--- src/dma_pkg.sv ---
`default_nettype none

package dma_pkg;

	// bus widths on the cpu side.
	localparam int addr_w = 16;
	localparam int data_w = 8;

	// the dma page register sits in the i/o page.
	localparam logic [addr_w-1:0] dma_reg_addr = 16'hFF46;

	// object attribute memory, mapped at the bottom of page 0xfe.
	localparam logic [addr_w-1:0] oam_base = 16'hFE00;
	localparam int oam_addr_w = 8;
	localparam logic [oam_addr_w-1:0] oam_len = 8'd160;

	// clocks from the register write to the first copy cycle.
	localparam int start_delay = 2;
	localparam int delay_w = $clog2(start_delay + 1);

	// source address bits 15..13 equal to this value select video ram.
	// any other value goes to the external bus.
	localparam logic [2:0] vram_region = 3'b100;

endpackage

`default_nettype wire

--- src/dma_page_reg.sv ---
`timescale 1ns/100ps
`default_nettype none

module dma_page_reg
	import dma_pkg::*;
(
	input  logic              clk,
	input  logic              arst_n,
	input  logic [addr_w-1:0] cpu_addr,
	input  logic              cpu_wr,
	input  logic [data_w-1:0] cpu_wdata,
	output logic [data_w-1:0] page,
	output logic [data_w-1:0] page_rdata,
	output logic              page_hit,
	output logic              start_req
);

	logic page_wr;

	assign page_hit = (cpu_addr == dma_reg_addr);
	assign page_wr  = cpu_wr && page_hit;

	// the register is fully readable, so readback is just the stored page.
	assign page_rdata = page;

	always_ff @(posedge clk or negedge arst_n) begin
		if (!arst_n) begin
			page <= '0;
		end else if (page_wr) begin
			page <= cpu_wdata;
		end
	end

	// every write starts a transfer, even when the page value is unchanged.
	always_ff @(posedge clk or negedge arst_n) begin
		if (!arst_n) begin
			start_req <= 1'b0;
		end else begin
			start_req <= page_wr;
		end
	end

endmodule

`default_nettype wire

--- src/dma_sequencer.sv ---
`timescale 1ns/100ps
`default_nettype none

module dma_sequencer
	import dma_pkg::*;
(
	input  logic                  clk,
	input  logic                  arst_n,
	input  logic                  start_req,
	output logic                  dma_run,
	output logic                  copy_en,
	output logic [oam_addr_w-1:0] offset
);

	logic [delay_w-1:0] pend_cnt;
	logic               pending;
	logic               last_byte;

	// the page register already spends one clock of the start delay.
	// the rest is counted here.
	assign pending   = (pend_cnt != '0);
	assign last_byte = copy_en && (offset == oam_len - 8'd1);

	always_ff @(posedge clk or negedge arst_n) begin
		if (!arst_n) begin
			pend_cnt <= '0;
		end else if (start_req) begin
			pend_cnt <= delay_w'(start_delay - 1);
		end else if (pending) begin
			pend_cnt <= pend_cnt - 1'b1;
		end
	end

	// a request in the middle of a copy stops it and rearms the delay.
	// dma_run is left alone then, so oam stays busy across the restart.
	always_ff @(posedge clk or negedge arst_n) begin
		if (!arst_n) begin
			dma_run <= 1'b0;
			copy_en <= 1'b0;
		end else if (start_req) begin
			copy_en <= 1'b0;
		end else if (pending && pend_cnt == delay_w'(1)) begin
			dma_run <= 1'b1;
			copy_en <= 1'b1;
		end else if (last_byte) begin
			dma_run <= 1'b0;
			copy_en <= 1'b0;
		end
	end

	always_ff @(posedge clk or negedge arst_n) begin
		if (!arst_n) begin
			offset <= '0;
		end else if (start_req || last_byte) begin
			offset <= '0;
		end else if (copy_en) begin
			offset <= offset + 1'b1;
		end
	end

	// the oam index must stay inside the 160 byte array.
	a_offset_in_range: assert property (
		@(posedge clk) disable iff (!arst_n)
		copy_en |-> (offset < oam_len)
	);

	// oam is reported busy for every cycle that writes it.
	a_copy_in_run: assert property (
		@(posedge clk) disable iff (!arst_n)
		copy_en |-> dma_run
	);

	// a lone request is followed by copying once the delay has run out.
	a_start_latency: assert property (
		@(posedge clk) disable iff (!arst_n)
		start_req ##1 !start_req |=> copy_en
	);

endmodule

`default_nettype wire

--- src/dma_source_mux.sv ---
`timescale 1ns/100ps
`default_nettype none

module dma_source_mux
	import dma_pkg::*;
(
	input  logic [data_w-1:0]     page,
	input  logic [oam_addr_w-1:0] offset,
	input  logic                  copy_en,
	input  logic [data_w-1:0]     vram_rdata,
	input  logic [data_w-1:0]     ext_rdata,
	output logic [addr_w-1:0]     src_addr,
	output logic                  src_vram_rd,
	output logic                  src_ext_rd,
	output logic [data_w-1:0]     copy_data
);

	logic vram_sel;

	// the page is the high byte of the source address.
	assign src_addr = {page, offset};

	// page bits 7..5 are address bits 15..13, so pages 0x80 to 0x9f hit video ram.
	assign vram_sel = (page[7:5] == vram_region);

	assign src_vram_rd = copy_en && vram_sel;
	assign src_ext_rd  = copy_en && !vram_sel;

	// both memories answer in the same cycle, so the byte is steered straight through.
	assign copy_data = vram_sel ? vram_rdata : ext_rdata;

endmodule

`default_nettype wire

--- src/oam_ram.sv ---
`timescale 1ns/100ps
`default_nettype none

module oam_ram
	import dma_pkg::*;
(
	input  logic                  clk,
	input  logic                  arst_n,
	input  logic                  dma_run,
	input  logic                  copy_en,
	input  logic [oam_addr_w-1:0] offset,
	input  logic [data_w-1:0]     copy_data,
	input  logic [addr_w-1:0]     cpu_addr,
	input  logic                  cpu_wr,
	input  logic [data_w-1:0]     cpu_wdata,
	output logic [data_w-1:0]     oam_rdata,
	output logic                  oam_hit
);

	logic [data_w-1:0]     mem [oam_len];
	logic [addr_w-1:0]     cpu_off;
	logic [oam_addr_w-1:0] cpu_idx;

	// an address below the base wraps to a large offset and misses.
	assign cpu_off = cpu_addr - oam_base;
	assign cpu_idx = cpu_off[oam_addr_w-1:0];
	assign oam_hit = (cpu_off < addr_w'(oam_len));

	// the dma port wins, and the cpu port is locked out for the whole run.
	always_ff @(posedge clk) begin
		if (copy_en) begin
			mem[offset] <= copy_data;
		end else if (cpu_wr && oam_hit && !dma_run) begin
			mem[cpu_idx] <= cpu_wdata;
		end
	end

	// the cpu sees an open bus while oam is busy.
	assign oam_rdata = (oam_hit && !dma_run) ? mem[cpu_idx] : 8'hFF;

	// a blocked cpu write must not disturb the byte it aimed at.
	a_cpu_write_blocked: assert property (
		@(posedge clk) disable iff (!arst_n)
		(cpu_wr && oam_hit && dma_run && !(copy_en && offset == cpu_idx))
		|=> (mem[$past(cpu_idx)] == $past(mem[cpu_idx]))
	);

endmodule

`default_nettype wire

--- src/dma_top.sv ---
`timescale 1ns/100ps
`default_nettype none

module dma_top
	import dma_pkg::*;
(
	input  logic              clk,
	input  logic              arst_n,
	input  logic [addr_w-1:0] cpu_addr,
	input  logic              cpu_wr,
	input  logic              cpu_rd,
	input  logic [data_w-1:0] cpu_wdata,
	output logic [data_w-1:0] cpu_rdata,
	output logic [addr_w-1:0] src_addr,
	output logic              src_vram_rd,
	output logic              src_ext_rd,
	input  logic [data_w-1:0] vram_rdata,
	input  logic [data_w-1:0] ext_rdata,
	output logic              dma_run
);

	logic [data_w-1:0]     page;
	logic [data_w-1:0]     page_rdata;
	logic                  page_hit;
	logic                  start_req;
	logic                  copy_en;
	logic [oam_addr_w-1:0] offset;
	logic [data_w-1:0]     copy_data;
	logic [data_w-1:0]     oam_rdata;
	logic                  oam_hit;

	dma_page_reg i_dma_page_reg (
		.clk        (clk),
		.arst_n     (arst_n),
		.cpu_addr   (cpu_addr),
		.cpu_wr     (cpu_wr),
		.cpu_wdata  (cpu_wdata),
		.page       (page),
		.page_rdata (page_rdata),
		.page_hit   (page_hit),
		.start_req  (start_req)
	);

	dma_sequencer i_dma_sequencer (
		.clk       (clk),
		.arst_n    (arst_n),
		.start_req (start_req),
		.dma_run   (dma_run),
		.copy_en   (copy_en),
		.offset    (offset)
	);

	dma_source_mux i_dma_source_mux (
		.page        (page),
		.offset      (offset),
		.copy_en     (copy_en),
		.vram_rdata  (vram_rdata),
		.ext_rdata   (ext_rdata),
		.src_addr    (src_addr),
		.src_vram_rd (src_vram_rd),
		.src_ext_rd  (src_ext_rd),
		.copy_data   (copy_data)
	);

	oam_ram i_oam_ram (
		.clk       (clk),
		.arst_n    (arst_n),
		.dma_run   (dma_run),
		.copy_en   (copy_en),
		.offset    (offset),
		.copy_data (copy_data),
		.cpu_addr  (cpu_addr),
		.cpu_wr    (cpu_wr),
		.cpu_wdata (cpu_wdata),
		.oam_rdata (oam_rdata),
		.oam_hit   (oam_hit)
	);

	// unmapped addresses and idle cycles read as an open bus
	always_comb begin
		cpu_rdata = 8'hFF;
		if (cpu_rd) begin
			if (page_hit) begin
				cpu_rdata = page_rdata;
			end else if (oam_hit) begin
				cpu_rdata = oam_rdata;
			end
		end
	end

endmodule

`default_nettype wire

--- config.mk ---
export PLATFORM = sky130hd
export DESIGN_NAME = dma_top
export DESIGN_NICKNAME = d
export VERILOG_FILES = /design/src/dma_pkg.sv /design/src/dma_page_reg.sv /design/src/dma_sequencer.sv /design/src/dma_source_mux.sv /design/src/oam_ram.sv /design/src/dma_top.sv
export SDC_FILE = /design/constraint.sdc
export NUM_CORES = 1
export LEC_CHECK = 0
export BUFFER_PORTS_ARGS = -buffer_cell sky130_fd_sc_hd__buf_2
export CELL_PAD_IN_SITES_DETAIL_PLACEMENT = 1
export CELL_PAD_IN_SITES_GLOBAL_PLACEMENT = 1
export CORE_MARGIN = 3
export CORE_UTILIZATION = 30
export DETAILED_ROUTE_END_ITERATION = 16
export PLACE_DENSITY = 0.5
export SYNTH_ARGS = -nofsm -noshare
export SYNTH_HDL_FRONTEND = slang
export SYNTH_SLANG_ARGS = --single-unit
--- constraint.sdc ---
create_clock -name clk -period 7.9 [get_ports clk]
set_input_delay 0.79 -clock clk [delete_from_list [all_inputs] [get_ports clk]]
set_output_delay 0.79 -clock clk [all_outputs]
set_load 0.03 [all_outputs]
==> flow_summary.yaml <==
synthesis:
  ys_ff_latch: 1301
  async_flop_share: 0.0161
  yosysWarnings: 0
  syn_area_per_cell_sq_um: 19.7
  synth_top_flop_cell: "edfxtp_1"
  synth_cell_type_count: 78
  netlist_instances: 2658
  syn-num-nets: 2706
  netlist_area_sq_um: 52300
  synth_edf_count: 1280
  ys_seq_area_frac: 0.745
critical_path:
  crit_required_ps: 7110
  path_depth: 9
  cpPeakStageDelay_ps: 640
  crit_family: "compound AO/OA/AOI/OAI gates"
  cp_slowest_cell: "a221oi_1"
  cp-startpoint: "cpu_addr[0]"
  crit_type: "primary input to output port"
  worstPathMaxFanout: 67
  path_cells: "buf_8, buf_12, mux4_2, or2_2, a221oi_1, a211oi_1, a31oi_1, a41oi_1, buf_2"
  r2r_start: "i_dma_sequencer.copy_en$_DFFE_PN0P_"
  cp-end-kind: "output port"
  crit_buf_inv: 3
  arrival_ps: 4800
  r2r_cells: 6
  start_kind: "primary input"
sta:
  fmax_ghz: 0.179
  tightest_slew_ps: 1310
  finalSetupViolations: 0
  setup_ws_ps: 2310
  fin_crit_ps: 5590
  clock_skew_ps: 19.9
  tns_ps: 0
  rsz0062_at_grt: "false"
  hold_viol_final: 0
  drv_slew: 0
  slew_headroom: 0.119
  period_share: 0.707
global_route:
  grt_max_degree: 161
  grt_pass1_wl_microns: 226000
  grt_pass1_vias: 29047
  antenna_found_initial: 3
  gr-total-overflow: 0
  track_usage: 0.174
cts:
  cts_tree: "yes"
  clock_path_buffers: 3
  cts_hold_buf: 1
  cts_resized: 0
  htreeDepth: 4
  cts_buffers: 147
  post-cts-setup-buffers: 0
  clockRootBuffer: "clkbuf_16"
  numClockSinks: 1301
  worstSkewPairLatency_ps: 770
  path_clk_slew_ps: 60
layout:
  fin_nets: 2920
  layout_commonest_cell: "edfxtp_1"
  layout-drive-gt1-share: 0.273
  nFillCells: 16905
  area_growth_pct: 16.2
  layout_common_cells: "edfxtp_1 (1280), mux4_2 (242), mux2i_1 (183), buf_4 (171), clkbuf_16 (151)"
power:
  seqPwrFrac: 0.490
  leakagePower_nw: 19.1
  p_int_mw: 11.9
  clkPwrFrac: 0.388
  p_switching_mw: 4.32
  p_comb_frac: 0.122
  total_power_mw: 16.2
  p_sw_frac: 0.266
  cellPowerDensity_nw_per_um2: 267
  ir_drop_mv: 0.244
floorplanning:
  dieArea_sq_um: 179000
  core-area_sq_um: 172000
  initial_utilization: 0.303
  die-width_microns: 424
  ios: 71
  die_y_microns: 424
  rows: 152
status:
  status: "complete, no violations"
routing:
  dr.max_layer_used: "met4"
  post-route-drc-count: 0
  antenna_left: 0
  wl_met3_microns: 7440
  routedLengthMet1_microns: 72600
  via_per_inst: 5.24
  drtPass1Iterations: 5
  wire_per_inst_microns: 29.8
  vias: 27708
  drt_iter0_drc: 2505
  drt_wl_total_microns: 158000
  route.met2.wl_microns: 74400
hold_path:
  min_path_type: "primary input to flop"
  min_path_cells: 2
  hp-start: "cpu_wdata[2]"
placed_design:
  dp_hpwl_microns: 95900
  numPortBuffers: 70
  place_congestion: 0.789
  pre_cts_slack_ps: 2160
flow_run:
  maxCapViolCount: 0
[logic make-up (layout without fill, tap and decap cells)]
family / count (synthesis) / in the layout / synth area share
other: 0 / 4 / 0
DFF: 1301 / 1301 / 0.745
adders and majority gates: 4 / 4 / 0.000957
and+or+nand+nor: 402 / 402 / 0.0433
xor gates and xnor gates: 6 / 6 / 0.00100
AOI/OAI and AO/OA: 287 / 287 / 0.0395
muxes: 451 / 451 / 0.146
buffers and inverters: 207 / 525 / 0.0247
[sequential cells by signal, indices dropped and copies added (netlist names)]
register / flops
i_dma_page_reg.page: 8
i_dma_page_reg.start_req: 1
i_dma_sequencer.copy_en: 1
i_dma_sequencer.dma_run: 1
i_dma_sequencer.offset: 8
i_dma_sequencer.pend_cnt: 2
i_oam_ram.mem: 1280
[cell usage after synthesis (36+ instances only)]
cell type | count | area share
a21oi_1 | 53 | 0.0051
edfxtp_1 | 1280 | 0.73
nand2_1 | 66 | 0.0047
clkbuf_1 | 61 | 0.0044
o221ai_1 | 36 | 0.0060
nor2_1 | 58 | 0.0042
buf_2 | 62 | 0.0059
mux4_2 | 242 | 0.10
nor3_1 | 81 | 0.0078
mux2i_1 | 185 | 0.035
nor4_1 | 86 | 0.010
buf_6 | 37 | 0.0080
[layout make-up]
cell class                 instances  area [sq um]  share of cell area
antenna                            4          10.0            0.000165
clock buffer                     189          3920              0.0645
tap                             2310          2890              0.0476
sequential                      1301         39000               0.641
multi-input combinational       1150         12500               0.206
inverter                          15          56.3            0.000927
clock inverter                    64           453             0.00745
timing repair buffer             257          1950              0.0321
[stage by stage]
stage | std cells | util | hold WS, ps | area (sq um)
2_1_floorplan | 2658 | - | 480 | 52300
3_3_place_gp | 5028 | 0.327 | 492 | 56300
3_5_place_dp | 5028 | 0.327 | 512 | 56300
4_1_cts | 5282 | 0.352 | 210 | 60700
5_1_grt | 5286 | 0.352 | 236 | 60800
6_report | 5290 | 0.352 | 279 | 60800
[power groups by stage]
stage / clock network (mW) / registers (mW) / logic (mW)
finish: 6.30 / 7.95 / 1.99
global route: 6.73 / 7.96 / 2.08
CTS: 6.47 / 7.95 / 2.00
detailed placement: 0 / 8.09 / 1.99
global placement: 0 / 8.08 / 1.96
floorplan: 0 / 8.08 / 1.04
[final timing paths]
path                                                      endpoint  slack (ps)
max reg2reg                        i_oam_ram.mem[126][1]$_DFFE_PP_        2450
max in group asynchronous       i_dma_page_reg.start_req$_DFF_PN0_        7000
max                                                   cpu_rdata[7]        2310
min in group asynchronous    i_dma_sequencer.offset[4]$_DFFE_PN0P_         540
min                             i_dma_page_reg.page[2]$_DFFE_PN0P_         280
min reg2reg                i_dma_sequencer.pend_cnt[1]$_DFFE_PN0P_         530
[routing by layer]
metal | vias to the layer above | global-route usage
met1 | 15156 | 0.251
met5 | - | 0
met4 | 0 | 0.0458
li1 | 11586 | -
met3 | 184 | 0.0260
met2 | 782 | 0.277
Note: power is estimated with default switching activity, not from simulation.
